===== src/timedFlagPkg.sv =====
`default_nettype none

package timedFlagPkg;

   // Bus and table entry width.
   localparam int defaultDataW = 32;

   // 1024 table entries.
   localparam int defaultAddrW = 10;

   // Cycle counter, start delay and amount.
   localparam int countW = 32;

   // Sequencer states.
   typedef enum logic [1:0] {
      seqIdle  = 2'd0, // Finished or never started.
      seqPrime = 2'd1, // Entry 0 prefetch in flight.
      seqDelay = 2'd2, // Start delay countdown.
      seqCount = 2'd3  // Counting and matching.
   } seqState;

endpackage

`default_nettype wire


===== src/timestampScanner.sv =====
`timescale 1ns/100ps
`default_nettype none

module timestampScanner import timedFlagPkg::*; #(
   parameter int DATA_W = defaultDataW,
   parameter int ADDR_W = defaultAddrW
) (
   input  wire                  clk,
   input  wire                  rst,

   input  wire                  restart,
   input  wire                  advance,

   // Table read port.
   output logic [ADDR_W-1:0]    scanAddr,
   output logic                 scanEnable,
   input  wire [DATA_W-1:0]     scanData,

   output logic [DATA_W-1:0]    currentValue,
   output logic                 valueValid
);

   logic [ADDR_W-1:0] ptr;      // Entry now on scanData.
   logic              hasValue;

   // Prefetch of entry 0, or the next entry on a match.
   assign scanEnable = restart | advance;
   assign scanAddr   = restart ? '0 : ptr + 1'b1;

   assign currentValue = scanData;
   assign valueValid   = hasValue & ~restart; // Old data is stale during prefetch.

   always_ff @(posedge clk or posedge rst) begin
      if (rst) begin
         ptr      <= '0;
         hasValue <= 1'b0;
      end else if (restart) begin
         ptr      <= '0;
         hasValue <= 1'b1;
      end else if (advance) begin
         ptr <= ptr + 1'b1;
      end
   end

   advanceNeedsValue: assert property (
      @(posedge clk) disable iff (rst)
      advance |-> valueValid
   ) else $error("advance without a valid current entry");

endmodule

`default_nettype wire


===== config.mk =====
export PLATFORM = sky130hd
export DESIGN_NAME = timestampScanner
export DESIGN_NICKNAME = d
export VERILOG_FILES = /design/src/timedFlagPkg.sv /design/src/timestampScanner.sv
export SDC_FILE = /design/constraint.sdc
export NUM_CORES = 1
export LEC_CHECK = 0
export BUFFER_PORTS_ARGS = -buffer_cell sky130_fd_sc_hd__buf_2
export CAP_MARGIN = 20
export CORE_UTILIZATION = 43
export CTS_BUF_LIST = sky130_fd_sc_hd__clkbuf_8
export DETAILED_ROUTE_END_ITERATION = 10
export PLACE_DENSITY = 0.93
export SLEW_MARGIN = 5
export SYNTH_ARGS = -nofsm -noshare
export SYNTH_HDL_FRONTEND = slang
export SYNTH_SLANG_ARGS = --single-unit

===== constraint.sdc =====
create_clock -name clk -period 2.2 [get_ports clk]
set_clock_uncertainty 0.05 [all_clocks]
set_input_delay 0.11 -clock clk [delete_from_list [all_inputs] [get_ports clk]]
set_output_delay 0.11 -clock clk [all_outputs]
set_load 0.005 [all_outputs]

* Word-level counts from Yosys, hierarchy flattened
Index checks and enable logic that the tools add are counted.
** Operators by class
- Add/sub/neg operators :: 1
- Muxes and demuxes :: 3
- Bitwise gates (word level) :: 3
- Reduce and logical (&&, ||, !) cells :: 1
** Operators with widths (number)
- 2-to-1 mux 10 bit :: 3
- adder 10 x 1 -> 10 bit (second input constant) :: 1
- nonzero test 2 bit :: 1
- bitwise AND 1 bit :: 1
- inverter 1 bit :: 1
- bitwise OR 1 bit :: 1
** Word-level totals
- Register bits :: 11
- Input port bits :: 36
- Output and inout bits :: 44
- Word-level logic and storage cells :: 10

* Logic depth before layout (Yosys ltp)
- Depth in word-level cells :: 3
- Gate-level depth with buffers :: 4
- Depth with buffers taken out :: 4

* Worst setup path before layout
Ideal clock, no wire load.
- Path kind :: reg-to-reg
- From :: register ptr[0]
- To :: register ptr[8]
- Library setup time :: 0.079 ns
- Arrival time :: 1.281 ns
- Required time :: 2.071 ns
- Path slack :: 0.789 ns
- Stages on the path, launching flop included :: 5
- Buffers on the path :: 0
- Period minus slack after synthesis :: 1.411 ns
- Path through :: dfrtp_1 > ha_1 > nand4_1 > nor3_1 > mux2i_1
** Between the ends
- Cells in the longest elaborated chain, start to end :: 3
** RTL lines
- from (decl) :: line timestampScanner.sv:23 : logic [ADDR_W-1:0] ptr;
- from (signal assigned) :: line timestampScanner.sv:41 : ptr <= ptr + 1'b1;
- adder 10 x 1 -> 10 bit :: line timestampScanner.sv:41
- 2-to-1 mux 10 bit :: line timestampScanner.sv:40 : end else if (advance) begin
- 2-to-1 mux 10 bit :: line timestampScanner.sv:37 : end else if (restart) begin
No other way between the ends. The select of a mux whose other input is x is not followed.
A chain may end at the register's enable or synchronous reset.

* Worst setup path after layout
- From :: register ptr[0]
- To :: output scanAddr[6]
** Between the ends
- Cells in the longest elaborated chain, start to end :: 2
** RTL lines
- adder 10 x 1 -> 10 bit :: line timestampScanner.sv:28 : assign scanAddr = restart ? '0 : ptr + 1'b1;
- 2-to-1 mux 10 bit :: line timestampScanner.sv:28
- to (decl) :: line timestampScanner.sv:15 : output logic [ADDR_W-1:0] scanAddr,
No other way between the ends.

==> flow_summary.toml <==
[clock_network]
cts_buffers = 3
htree_levels = 1
cts.hold.buffers_added = 1
cts.sinks = 11
worstSkewPairLatency_ns = 0.25
post-cts-setup-buffer-count = 0
cts_tree = "yes"
cts.path.max_buffers = 2
root_buffer = "clkbuf_8"
clkTransAtPathRegs_ns = 0.05
cts_resized = 0

[finish]
final_area_um2 = 870
seq_area_um2 = 275
layout_commonest_cell = "buf_2"
n_antenna_cell = 0
drive_above_1_share_pct = 25.5
final.fill_count = 200
area_growth_pct = -10.7
multi_input_area_um2 = 415
final_cells = 125
final_nets = 136
final_cell_mix = "15 x buf_2, 11 x nor2_1, 11 x dfrtp_1"

[setup_path]
crit_chain = "ha_1 > nand4_1 > nor2_1 > mux2i_1 > buf_2"
critPathRequiredTime_ns = 2.04
start_kind = "flop"
cp_slowest_stage_delay_ns = 0.49
endpoint_kind = "output port"
crit_fanout = 6
arrival_ns = 1.75
crit_type = "reg2out"
slowest_stage = "dfrtp_1"

[grt]
grt_pass1_wl_um = 2820
grt_pass1_vias = 620
antenna_found_initial = 0
grt_max_degree = 24
globalRouteTotalUtil_pct = 15.2
grt-ovfl-total = 0

[place]
portBuffers = 15
place_inst = 120
place_area_um2 = 815
gp_congestion = 0.783
hpwl_um = 1300
place_ws_ns = 0.554

[logic_synthesis]
synth_seq_area_share_pct = 28.3
yosysWarnings = 0
syn_inst = 115
syn_area_per_cell_um2 = 8.46
syn_nets = 152
syn_area_um2 = 973
ys_types = 21
ys_seq_elements = 11

[timing]
slew_viol_final = 0
post-route-min-period_ns = 1.91
tightestPinTransition_ns = 0.430
worst_slack_ns = 0.294
hold_violations = 0
fin_crit_sh_pct = 86.7
setup_tns_ns = 0
fmax_mhz = 525
final-setup-viol-count = 0
grt_setup_unrepaired = "false"
slew_headroom_pct = 71.3

[pwr]
irDropWorstVdd_uv = 285
power.total_mw = 0.466
p_leak_nw = 0.380
power_density_mw_per_mm2 = 535

[floorplan]
start_util_pct = 47.7
die_w_um = 49.6
die-height_um = 49.6
ios = 80
rows = 16
core_area_mm2 = 0.00204
dieArea_mm2 = 0.00246

[route]
wirelength_um = 1780
antenna_left = 0
dr.pass1.iters = 4
vias = 661
routedWlPerCell_um = 14.2
vias_per_cell = 5.29
drt_iter0_drc = 7
drc = 0

[status]
status = "complete, no violations"

[flow_run]
maxCapViolations = 0

[hold_path]
hp-class = "in2out"
==> power breakdown <==
| group | total (mW) | switching (mW) | internal [mW] |
|---|---|---|---|
| combinational | 0.0440 | 0.0237 | 0.0204 |
| clock | 0.207 | 0.0837 | 0.123 |
| sequential | 0.215 | 0.00838 | 0.206 |
| total | 0.466 | 0.116 | 0.350 |
==> final timing paths <==
kind | start | to | slack (ns) | depth (start not counted)
worst max register to register | ptr[0] | ptr[8] | 0.59 | 4
worst min register to register | hasValue | hasValue | 0.42 | 1
worst min-delay path | scanData[0] | currentValue[0] | 0.17 | 0
min in group asynchronous | rst | ptr[6] | 0.35 | 3
worst max-delay path | ptr[0] | scanAddr[6] | 0.29 | 5
max in group asynchronous | rst | ptr[4] | 1.45 | 3
==> through the flow <==
step / hold WS [ns] / util, %
floorplan: -0.0876 / -
global placement: 0.0707 / 39.9
detailed placement: 0.0768 / 39.9
CTS: 0.170 / 42.6
global route: 0.170 / 42.6
finish: 0.170 / 42.6
==> sequential cells by signal, summed over array words and instances (netlist names) <==
register  flops
ptr          10
hasValue      1
==> per-layer routing <==
metal  vias to the layer above  global-route usage, %  wire, um
li1                        305                      -         -
met1                       312                   15.3       688
met2                        30                   26.4       866
met3                        14                   4.01       174
met4                         0                   11.4        51
met5                         -                      0         0
==> cell usage after synthesis, drive strengths merged <==
master | number | area [um2]
dfrtp | 11 | 275
nand3 | 3 | 15.0
clkbuf | 2 | 7.51
nand4 | 5 | 46.3
a21oi | 2 | 10.0
nand2 | 3 | 11.3
o21ai | 2 | 10.0
nor2 | 11 | 41.3
nor2b | 2 | 12.5
mux2i | 9 | 90.1
or3 | 2 | 12.5
nand2b | 4 | 25.0
or2 | 6 | 37.5
nor3 | 6 | 30.0
buf | 35 | 260
xor2 | 3 | 26.3
inv | 4 | 15.0
ha | 1 | 12.5
xnor2 | 4 | 35.0
==> critical path: cells and delay by family, from the launching register on <==
family                     cells  cell delay (ns)
adders and majority gates      1             0.31
muxes                          1             0.19
buffers and inverters          1             0.13
DFF                            1             0.49
and+or+nand+nor                2             0.39
==> cells by family (layout without fill, tap and decap cells) <==
family	Yosys count	after routing	synth area share, %
and+or+nand+nor	42	42	23.8
buffers and inverters	41	24	29.0
DFF	11	11	28.3
muxes	9	9	9.25
xor gates and xnor gates	7	7	6.30
AOI/OAI and AO/OA	4	4	2.06
adders and majority gates	1	1	1.29
==> final cells by class <==
class,instances,area share (%)
sequential,11,31.7
inverter,4,1.73
timing repair buffer,16,9.78
multi-input combinational,63,47.8
tap,27,3.88
clock inverter,1,0.432
clock buffer,3,4.75
(Power assumes the default switching activity.)
