==> src/timedFlagPkg.sv <==
`default_nettype none

package timedFlagPkg;

   // Bus and table entry width.
   localparam int defaultDataW = 32;

   // 1024 table entries.
   localparam int defaultAddrW = 10;

   // Cycle counter, start delay and amount.
   localparam int countW = 32;

   // Sequencer states.
   typedef enum logic [1:0] {
      seqIdle  = 2'd0, // Finished or never started.
      seqPrime = 2'd1, // Entry 0 prefetch in flight.
      seqDelay = 2'd2, // Start delay countdown.
      seqCount = 2'd3  // Counting and matching.
   } seqState;

endpackage

`default_nettype wire

==> src/flagSequencer.sv <==
`timescale 1ns/100ps
`default_nettype none

module flagSequencer import timedFlagPkg::*; (
   input  wire                  clk,
   input  wire                  rst,

   input  wire                  run,
   input  wire                  running,
   input  wire [countW-1:0]     amount,
   input  wire [countW-1:0]     delay0,

   // Scanner side.
   input  wire [countW-1:0]     currentValue,
   input  wire                  valueValid,
   output logic                 restart,
   output logic                 advance,

   output logic                 out0,
   output logic                 done
);

   seqState           state;
   logic [countW-1:0] cycle;
   logic [countW-1:0] delayLeft;
   logic [countW-1:0] remaining;
   logic              match;

   // Compare before the increment.
   assign match = (state == seqCount) && running && valueValid
                  && (cycle == currentValue);

   assign advance = match;
   assign done    = (remaining == '0);

   // Scanner prefetch one cycle after run.
   always_ff @(posedge clk or posedge rst) begin
      if (rst) begin
         restart <= 1'b0;
      end else begin
         restart <= run;
      end
   end

   always_ff @(posedge clk or posedge rst) begin
      if (rst) begin
         state <= seqIdle;
      end else if (run) begin
         state <= seqPrime; // Restart from any state.
      end else begin
         case (state)
            seqPrime: begin
               if (done) begin
                  state <= seqIdle;
               end else if (delayLeft == '0) begin
                  state <= seqCount;
               end else begin
                  state <= seqDelay;
               end
            end
            seqDelay: begin
               if (delayLeft == countW'(1)) begin
                  state <= seqCount;
               end
            end
            seqCount: begin
               if (match && remaining == countW'(1)) begin
                  state <= seqIdle;
               end
            end
            default: state <= seqIdle;
         endcase
      end
   end

   // Start delay runs whether or not running is high.
   always_ff @(posedge clk or posedge rst) begin
      if (rst) begin
         delayLeft <= '0;
      end else if (run) begin
         delayLeft <= delay0;
      end else if (state == seqDelay) begin
         delayLeft <= delayLeft - 1'b1;
      end
   end

   always_ff @(posedge clk or posedge rst) begin
      if (rst) begin
         cycle <= '0;
      end else if (run) begin
         cycle <= '0;
      end else if (state == seqCount && running) begin
         cycle <= cycle + 1'b1;
      end
   end

   always_ff @(posedge clk or posedge rst) begin
      if (rst) begin
         remaining <= '0;
      end else if (run) begin
         remaining <= amount;
      end else if (match) begin
         remaining <= remaining - 1'b1;
      end
   end

   // A match in the run cycle belongs to the old sequence.
   always_ff @(posedge clk or posedge rst) begin
      if (rst) begin
         out0 <= 1'b0;
      end else begin
         out0 <= match & ~run;
      end
   end

   pulseOnlyWhileActive: assert property (
      @(posedge clk) disable iff (rst)
      $rose(out0) |-> $past(!done)
   ) else $error("out0 rose while the sequence was done");

endmodule

`default_nettype wire

==> config.mk <==
export PLATFORM = sky130hd
export DESIGN_NAME = flagSequencer
export DESIGN_NICKNAME = d
export VERILOG_FILES = /design/src/timedFlagPkg.sv /design/src/flagSequencer.sv
export SDC_FILE = /design/constraint.sdc
export NUM_CORES = 1
export LEC_CHECK = 0
export BUFFER_PORTS_ARGS = -buffer_cell sky130_fd_sc_hd__buf_2
export CORE_MARGIN = 1
export CORE_UTILIZATION = 45
export CTS_BUF_LIST = sky130_fd_sc_hd__clkbuf_8
export DETAILED_ROUTE_END_ITERATION = 12
export PLACE_DENSITY = 0.72
export SYNTH_ARGS = -nofsm -noshare
export SYNTH_HDL_FRONTEND = slang
export SYNTH_SLANG_ARGS = --single-unit
==> constraint.sdc <==
create_clock -name clk -period 9.2 [get_ports clk]
set_input_delay 1.84 -clock clk [delete_from_list [all_inputs] [get_ports clk]]
set_output_delay 1.84 -clock clk [all_outputs]
set_load 0.02 [all_outputs]
### After elaboration in Yosys (flattened, before gate mapping)

Cells that the tools add are included.

| cells by class | value |
|---|---|
| add/sub/neg operators | 3 |
| multiply operators | 0 |
| divide/modulo/power cells | 0 |
| magnitude comparators | 0 |
| equality and inequality tests | 8 |
| shift operators | 0 |
| mux-type cells | 12 |
| bitwise operators | 2 |
| reductions and logical operators | 10 |

Operator list:

| kind | count |
|---|---|
| 2-to-1 mux 32 bit | 6 |
| == test 32 x 1 -> 1 bit (second input constant) | 2 |
| zero test 32 bit | 2 |
| subtractor 32 x 1 -> 32 bit (second input constant) | 2 |
| adder 32 x 1 -> 32 bit (second input constant) | 1 |
| == test 32 bit | 1 |
| 2-to-1 mux 2 bit | 4 |
| one-hot mux 2 bit (3 select lines) | 1 |
| nonzero test 2 bit | 3 |
| == test 2 bit (second input constant) | 2 |
| logical AND 1 bit | 4 |
| != test 3 x 2 -> 1 bit (second input constant) | 1 |
| != test 3 bit (second input constant) | 1 |
| == test 2 x 1 -> 1 bit (second input constant) | 1 |
| AND reduction 2 bit | 1 |
| bitwise AND 1 bit | 1 |
| 2-to-1 mux 1 bit | 1 |
| NOT 1 bit | 1 |

| storage, ports and cells | value |
|---|---|
| register bits after elaboration | 100 |
| latch bits | 0 |
| memory bits (writable) | 0 |
| ROM bits | 0 |
| bits of input ports | 101 |
| word-level logic and storage cells | 41 |
| memories kept | 0 |

### Longest topological paths before layout

Gate-level depths: netlist of run 1.

| depth | value |
|---|---|
| depth after elaboration | 8 |
| depth in mapped cells | 9 |

### Worst setup path after synthesis of run 1

No wires, ideal clock.

| timing | value |
|---|---|
| path type | in2out |
| start point | input port currentValue[12] |
| end point | output port advance |
| arrival time | 2667 ps |
| data required time | 7360 ps |
| setup slack | 4693 ps |
| stages on the path | 4 |
| path through | xnor2_1 > nand4_1 > nor4_1 > and4_1 |

| between the ends | value |
|---|---|
| cells in the longest elaborated chain, start to end | 2 |

RTL lines:

| item | line | text |
|---|---|---|
| from (decl) | flagSequencer.sv:14 | `input wire [countW-1:0] currentValue,` |
| == test 32 bit | flagSequencer.sv:31 | `&& (cycle == currentValue);` |
| logical AND 1 bit | flagSequencer.sv:31 |  |
| to (decl) | flagSequencer.sv:17 | `output logic advance,` |

Every way passes these cells.

### Worst setup path after layout of run 1

| timing | value |
|---|---|
| start point | input port currentValue[7] |
| end point | output port advance |

The elaborated chain is that of the path after synthesis.

==> results of run 1 <==
-- cell families (layout without fill, tap and decap cells) --
family,count (synthesis),after routing
buf+inv,48,137
flops,100,100
simple gates,355,355
compound gates,79,79
mux,28,28
fa+ha+maj,9,9
xor+xnor,93,93
-- final timing paths --
kind                                  from            end  slack, ps  depth (start not counted)
setup / recovery           currentValue[7]        advance       4370                          6
hold / removal               delayLeft[31]  delayLeft[31]        590                          2
setup reg to reg                  state[0]   remaining[8]       6230                          7
hold reg to reg              delayLeft[31]  delayLeft[31]        590                          2
max in group asynchronous              rst  remaining[16]       6510                          3
min in group asynchronous              rst       cycle[8]       1410                          2
-- registers in the layout (all words and copies together) (netlist names) --
register	flops
cycle	32
delayLeft	32
out0	1
remaining	32
restart	1
state	2
-- worst min-delay path: cells and delay by family, from the launching register on --
kind            cells  cell delay (ps)
compound gates      1              130
xor+xnor            1               70
flops               1              360
-- through the flow --
| stage | instance area (um2) | hold slack (ps) | setup slack, ps |
|---|---|---|---|
| finish | 7108 | 588.9 | 4372 |
| global route | 7108 | 637.4 | 4175 |
| CTS | 7108 | 596.2 | 4362 |
| detailed placement | 6938 | 569.3 | 4364 |
| global placement | 6938 | 557.6 | 4382 |
| floorplan | 6310 | 523.1 | 4693 |
-- final cells by class --
type,instances,area share (%)
well taps,176,3.098
repair buffers,108,7.780
flip-flops and latches,100,35.21
inverters,13,0.7217
clock inverters,6,0.4577
multi-input cells,564,50.80
clock buffers,10,1.936
-- per-layer routing --
| metal | vias up | global-route usage (%) | part of all wire [%] |
|---|---|---|---|
| li1 | 2684 | - | - |
| met1 | 2488 | 29.39 | 50 |
| met2 | 108 | 31.90 | 45 |
| met3 | 10 | 4.575 | 4.5 |
| met4 | 0 | 5.247 | 0.78 |
| met5 | - | 0 | 0 |
-- cell usage after synthesis, types with 11 or more instances --
cell      count  area share, %
nor2_1       57            3.4
clkbuf_1     26            1.5
a22oi_1      17            2.0
dfrtp_1     100             40
mux2i_1      26            4.1
nand4_1      19            1.9
nor2b_1      35            3.5
xnor2_1      59            8.2
or4_1        11            1.3
inv_1        13           0.77
o21ai_0      39            3.1
nor3_1       29            2.3
nand2_1      82            4.9
xor2_1       34            4.7
nand3_1      43            3.4
nor4_1       27            2.7
-- where the power goes --
group	leakage (nW)	total, mW	switching, mW	internal, mW
registers	1.23	0.512	0.0386	0.473
logic	1.50	0.173	0.0929	0.0802
clock network	0.0907	0.259	0.156	0.103
==> results.toml, run 1 <==
[cells_and_area]
layout_common_cells = "103 x buf_2, 100 x dfrtp_1, 82 x nand2_1"
seq_area_um2 = 2502
mostFrequentLayoutCell = "buf_2"
syn2layout_area_growth_pct = 12.65
multiInputGateArea_um2 = 3611
fin_util_pct = 52.84
drive_above_1_share_pct = 17.35
instances_no_fill = 977
diodes = 0
num-nets-final = 906
nFillCells = 1333

[outcome]
outcome = "finished, final reports clean"

[route]
antenna_left = 0
vias = 5290
drc = 0
drtIter0Drc = 352
wl_per_cell_um = 14.13
viasPerCell = 5.415
drt-total-wl_mm = 13.81
firstDrtPassIters = 5

[placement]
gp_congestion = 0.8438
dp_hpwl_mm = 9.753
io_buffers = 104
placed_cells = 961

[floorplanning]
core_area_um2 = 13450
dieArea_um2 = 14500
die_height_um = 120.4
die_x_um = 120.4
rows = 42
ios = 105
start_util_pct = 46.90

[clock_tree]
cts.sinks = 100
cts_buffer_depth = 2
worstSkewPairLatency_ps = 380
htreeDepth = 3
cts_setup_buffers = 0
cts-buffers-inserted = 9
cts_tree = "yes"
hold_buffers = 0
cts_resized = 0
clk_pin_slew_ps = 100
cts_root_buf = "clkbuf_8"

[yosys]
synth_top_family_by_area = "simple AND/OR/NAND/NOR gates"
yosysUniqueCellTypes = 48
synthXorXnorAreaFrac_pct = 12.91
syn-cell-area_um2 = 6310
synth_compound_area_share_pct = 7.971
synth_ff_type = "dfrtp_1"
seq_area_frac_synth_pct = 39.66
syn_area_per_cell_um2 = 8.862
ys_ff_latch = 100
syn_inst = 712
yosys.area_share.simple_pct = 30.08
yosys_warnings = 0
synthAdderAreaFrac_pct = 1.785
synth_mux_area_share_pct = 4.481
synth_fp_nets = 822
synth_edf_count = 0
synthArstFlopShare_pct = 100.0

[global_routing]
gr-usage-all-layers_pct = 20.69
grt_max_degree = 107
grt_pass1_vias = 5006
grt_pass1_wl_mm = 23.84
overflow = 0
antenna_found_initial = 0

[sta]
hold_viol = 0
relSlewSlack_pct = 28.18
worst_pin_slew_ps = 1062
fin_crit_ps = 4828
finalClockSkew_ps = 10.46
drv_slew = 0
fin_crit_sh_pct = 52.48
fin_tns_setup_ps = 0
finalSetupViolCount = 0
rsz0062_at_grt = "no"
max_freq_mhz = 207.1

[setup_path]
slowest_stage = "nor4_1"
critPathKind = "primary input to output pin"
slowest_delay_ps = 270
path_max_fanout = 2
cp-end-kind = "output pin"
timing.critical_path.mode_cell = "buf_2"
cp_top_family = "simple AND/OR/NAND/NOR gates"
crit_buf_inv = 2
crit_path_start_kind = "primary input"
crit_chain = "buf_2 > xnor2_1 > nand4_1 > nor4_1 > and4_1 > buf_2"
cp.required_ps = 7360
crit_arrival_ps = 2990

[worst_hold_path]
hold_path_class = "flop to flop"

[pwr]
power_per_cell_area_nw_per_um2 = 132.7
p_leak_nw = 2.818
ir_drop_v = 0.00007378
power_mw = 0.9433

[flow_run]
maxCapViolCount = 0
Power figures use the tool's default switching activity.
==> run 2: changes to the inputs <==
==> constraint.sdc (replaced) <==
create_clock -name clk -period 4.9 [get_ports clk]
set_input_delay 0.98 -clock clk [delete_from_list [all_inputs] [get_ports clk]]
set_output_delay 0.98 -clock clk [all_outputs]
set_load 0.02 [all_outputs]
==> results.toml, run 2 (synthesized netlist as in run 1, its figures left out) <==
[outcome]
outcome = "finished, final reports clean"

[setup_path]
crit_buf_inv = 1
reg2reg_depth = 6
critPathKind = "flop to output pin"
slowest_stage = "nor4_1"
cp_top_family = "simple AND/OR/NAND/NOR gates"
slowest_delay_ps = 510
crit_chain = "nor4_1 > and3_1 > nand2_1 > nor3_1 > buf_2"
crit_path_start_kind = "flop"
crit_arrival_ps = 2630
regToRegStartpoint = "cycle[20]"
r2r_end = "state[1]"
rrSetupSlack_ps = 2140
path_max_fanout = 11
cp.required_ps = 3920
cp-end-kind = "output pin"

[clock_tree]
cts.sinks = 100
htreeDepth = 3
worstSkewPairLatency_ps = 390
hold_buffers = 0
cts_resized = 0
cts-buffers-inserted = 9
clk_pin_slew_ps = 90
cts_setup_buffers = 0
cts_tree = "yes"
cts_buffer_depth = 2
cts_root_buf = "clkbuf_8"

[worst_hold_path]
hp-start = "remaining[3]"
min_to = "remaining[3]"
hold_path_class = "flop to flop"
whs_path_depth = 2

[cells_and_area]
fin_util_pct = 53.24
instances_no_fill = 978
mostFrequentLayoutCell = "buf_2"
num-nets-final = 907
largestRegisters = "cycle x32, delayLeft x32, remaining x32"
layout_common_cells = "103 x buf_2, 100 x dfrtp_1, 82 x nand2_1"
syn2layout_area_growth_pct = 13.50
diodes = 0
drive_above_1_share_pct = 17.46
nFillCells = 1301

[global_routing]
grt_pass1_wl_mm = 23.67
antenna_found_initial = 0
grt_max_degree = 110
grt_pass1_vias = 4970
gr-usage-all-layers_pct = 20.47
overflow = 0

[placement]
io_buffers = 104
placed_cells = 962
dp_hpwl_mm = 10.01
gp_congestion = 0.8896
place_ws_ps = 1582

[floorplanning]
rows = 42
die_x_um = 120.4
die_height_um = 120.4
core_area_um2 = 13450
ios = 105
dieArea_um2 = 14500
start_util_pct = 46.90

[pwr]
power.share.switching_pct = 29.17
p_int_mw = 1.326
p_clk_share_pct = 31.2
power_frac_comb_pct = 17.5
p_leak_nw = 2.844
ir_drop_v = 0.0001434
p_seq_share_pct = 51.3
p_sw_mw = 0.5462
power_per_cell_area_nw_per_um2 = 261.5

[route]
firstDrtPassIters = 5
drc = 0
wl_per_cell_um = 14.25
vias = 5304
viasPerCell = 5.423
met2_length_mm = 6.304
drt-total-wl_mm = 13.94
wl_met1_mm = 6.682
routed.top_layer = "met4"
met3_length_um = 773
antenna_left = 0
drtIter0Drc = 327

[sta]
whs_ps = 579.3
fin_crit_sh_pct = 73.61
max_freq_mhz = 277.3
finalClockSkew_ps = 20.52
fin_crit_ps = 3607
finalWorstSetupSlack_ps = 1293
worst_pin_slew_ps = 988.0
drv_slew = 0
hold_viol = 0
relSlewSlack_pct = 33.21
finalSetupViolCount = 0
fin_tns_setup_ps = 0
rsz0062_at_grt = "no"

[flow_run]
maxCapViolCount = 0
## run 2: worst reg2reg max path: stages, from the launching register on
cell,delay (ps)
dfrtp_1,470
xnor2_1,290
nand3_1,100
or4_1,710
or4_4,570
a21oi_4,180
mux2_1,330
## run 2: how the worst max path moves through the flow
stage / startpoint / to / slack [ps] / depth (start not counted)
2_1_floorplan: rst / cycle[0] / 1300 / 1
3_3_place_gp: currentValue[20] / state[1] / 1630 / 7
3_5_place_dp: currentValue[7] / state[1] / 1580 / 7
4_1_cts: remaining[8] / done / 1300 / 5
5_1_grt: remaining[8] / done / 1110 / 5
6_report: remaining[8] / done / 1290 / 5
## run 2: final cells by class
cell class                      instances  area [um2]  share of cell area, %
Multi-Input combinational cell        564        3611                  50.42
Sequential cell                       100        2502                  34.94
Timing Repair Buffer                  109       560.5                  7.827
Tap cell                              176       220.2                  3.075
Clock buffer                            9       123.9                  1.730
Clock inverter                          7       92.59                  1.293
Inverter                               13       51.30                 0.7163
## run 2: power by group through the flow
stage	Clock [mW]	Combinational, mW	Sequential, mW
after global placement	0	0.324	0.973
after global routing	0.628	0.376	0.972
after detailed placement	0	0.330	0.975
after CTS	0.603	0.332	0.959
final	0.584	0.328	0.960
after floorplan	0	0.240	0.957
## run 2: layer usage
metal	track usage [%]	vias to the layer above
met3	5.189	18
li1	-	2678
met5	0	-
met1	28.24	2460
met2	31.93	148
met4	5.401	0
## run 2: through the flow
| step | power, mW | area (um2) |
|---|---|---|
| floorplan | 1.198 | 6310 |
| global placement | 1.296 | 6945 |
| detailed placement | 1.305 | 6945 |
| CTS | 1.895 | 7162 |
| global route | 1.976 | 7162 |
| finish | 1.873 | 7162 |
==> run 3: changes to the inputs <==
--- a/config.mk
+++ b/config.mk
@@ -10,7 +10,7 @@
 export CORE_UTILIZATION = 45
 export CTS_BUF_LIST = sky130_fd_sc_hd__clkbuf_8
 export DETAILED_ROUTE_END_ITERATION = 12
-export PLACE_DENSITY = 0.72
+export PLACE_DENSITY = 0.75
 export SYNTH_ARGS = -nofsm -noshare
 export SYNTH_HDL_FRONTEND = slang
 export SYNTH_SLANG_ARGS = --single-unit
==> constraint.sdc (replaced) <==
create_clock -name clk -period 3.01 [get_ports clk]
set_input_delay 0.602 -clock clk [delete_from_list [all_inputs] [get_ports clk]]
set_output_delay 0.602 -clock clk [all_outputs]
set_load 0.02 [all_outputs]
==> results.toml, run 3 (synthesized netlist as in run 1, its figures left out) <==
[floorplanning]
die_height_um = 120.4
die_x_um = 120.4
dieArea_um2 = 14500
core_area_um2 = 13450
start_util_pct = 46.90
ios = 105
rows = 42

[clock_tree]
cts.sinks = 100
cts_buffer_depth = 2
clk_pin_slew_ps = 100
htreeDepth = 3
cts-buffers-inserted = 9
cts_setup_buffers = 0
cts_root_buf = "clkbuf_8"
worstSkewPairLatency_ps = 370
cts_tree = "yes"

[sta]
rsz0062_at_grt = "no"
hold_viol = 0
worst_pin_slew_ps = 886.1
fin_crit_ps = 2834
fin_crit_sh_pct = 94.14
finalSetupViolCount = 0
finalClockSkew_ps = 15.22
drv_slew = 0
relSlewSlack_pct = 40.93
fin_tns_setup_ps = 0
max_freq_mhz = 352.9

[cells_and_area]
layout_common_cells = "103 x buf_2, 100 x dfrtp_1, 82 x nand2_1"
largestRegisters = "cycle x32, delayLeft x32, remaining x32"
nFillCells = 1294
fin_util_pct = 54.02
num-nets-final = 920
drive_above_1_share_pct = 18.80
final_cell_area_um2 = 7267
diodes = 0
syn2layout_area_growth_pct = 15.17
mostFrequentLayoutCell = "buf_2"

[route]
drc = 0
drtIter0Drc = 307
wl_per_cell_um = 14.53
firstDrtPassIters = 5
routed.top_layer = "met5"
drt-total-wl_mm = 14.38
wl_met1_mm = 6.750
vias = 5390
viasPerCell = 5.444
met3_length_um = 715
antenna_left = 0
met2_length_mm = 6.827

[placement]
io_buffers = 104
dp_hpwl_mm = 10.53
place_area_um2 = 7086
gp_congestion = 0.8393

[global_routing]
grt_pass1_vias = 5229
grt_pass1_wl_mm = 24.95
antenna_found_initial = 1
gr-usage-all-layers_pct = 21.50
grt_max_degree = 139
overflow = 0

[setup_path]
regToRegStartpoint = "remaining[22]"
r2r_end = "state[1]"
crit_arrival_ps = 2230
rrSetupSlack_ps = 220
critPathKind = "flop to output pin"
cp-end-kind = "output pin"
path_max_fanout = 5
cp.required_ps = 2410
reg2reg_depth = 6
crit_path_start_kind = "flop"

[worst_hold_path]
hold_path_class = "primary input to async pin"

[pwr]
p_leak_nw = 2.896
power_per_cell_area_nw_per_um2 = 400.9
power_mw = 2.914
ir_drop_v = 0.0002083

[outcome]
outcome = "finished, final reports clean"

[flow_run]
maxCapViolCount = 0
## run 3: changes by cell type in the layout (fill, tap and decap cells not counted), moves of 2 or more
cell	delta
buf_4	+9
clkbuf_8	+2
buf_12	+3
bufinv_16	-2
## run 3: layout make-up
| cell class | count | area [um2] | area share, % |
|---|---|---|---|
| multi-input combinational | 564 | 3622 | 49.84 |
| sequential | 100 | 2502 | 34.44 |
| inverter | 13 | 52.55 | 0.7231 |
| tap | 176 | 220.2 | 3.030 |
| clock inverter | 4 | 18.77 | 0.2583 |
| clock buffer | 11 | 151.4 | 2.083 |
| timing repair buffer | 122 | 699.4 | 9.625 |
## run 3: per-layer routing
metal / track usage, % / vias up
met1: 29.08 / 2551
li1: - / 2702
met2: 34.95 / 127
met3: 5.189 / 8
met4: 4.630 / 2
met5: 0 / -
## run 3: power by group
part / switching [mW] / internal (mW) / leakage, nW / total (mW)
Clock: 0.459 / 0.334 / 0.0952 / 0.793
Sequential: 0.119 / 1.45 / 1.23 / 1.56
Combinational: 0.297 / 0.259 / 1.57 / 0.556
## run 3: worst max-delay path by stage
stage	startpoint	end	slack (ps)	cells past startpoint
floorplan	currentValue[25]	state[1]	280	7
global placement	currentValue[21]	state[1]	200	7
detailed placement	currentValue[7]	state[1]	180	7
CTS	remaining[8]	done	20	5
global route	remaining[2]	done	30	6
finish	remaining[2]	done	180	6
## run 3: repair_timing
action	in CTS	in global routing
resized for setup	0	2
endpoints found under the setup margin	0	1
hold buffers	0	0
## run 3: worst max-delay path: stages, from the launching register on
cell and delay, ps:
dfrtp_1 430, or4_1 580, buf_4 180, nor2_1 190
nand3_1 120, nor3_2 170, buf_2 200
## run 3: metrics by stage
| step | std cells | setup WS (ps) | hold slack [ps] |
|---|---|---|---|
| finish | 990 | 176.3 | 277.1 |
| global route | 990 | 25.11 | 306.1 |
| CTS | 990 | 16.13 | 275.4 |
| detailed placement | 975 | 180.2 | 568.4 |
| global placement | 975 | 199.3 | 561.7 |
| floorplan | 712 | 279.9 | 523.1 |
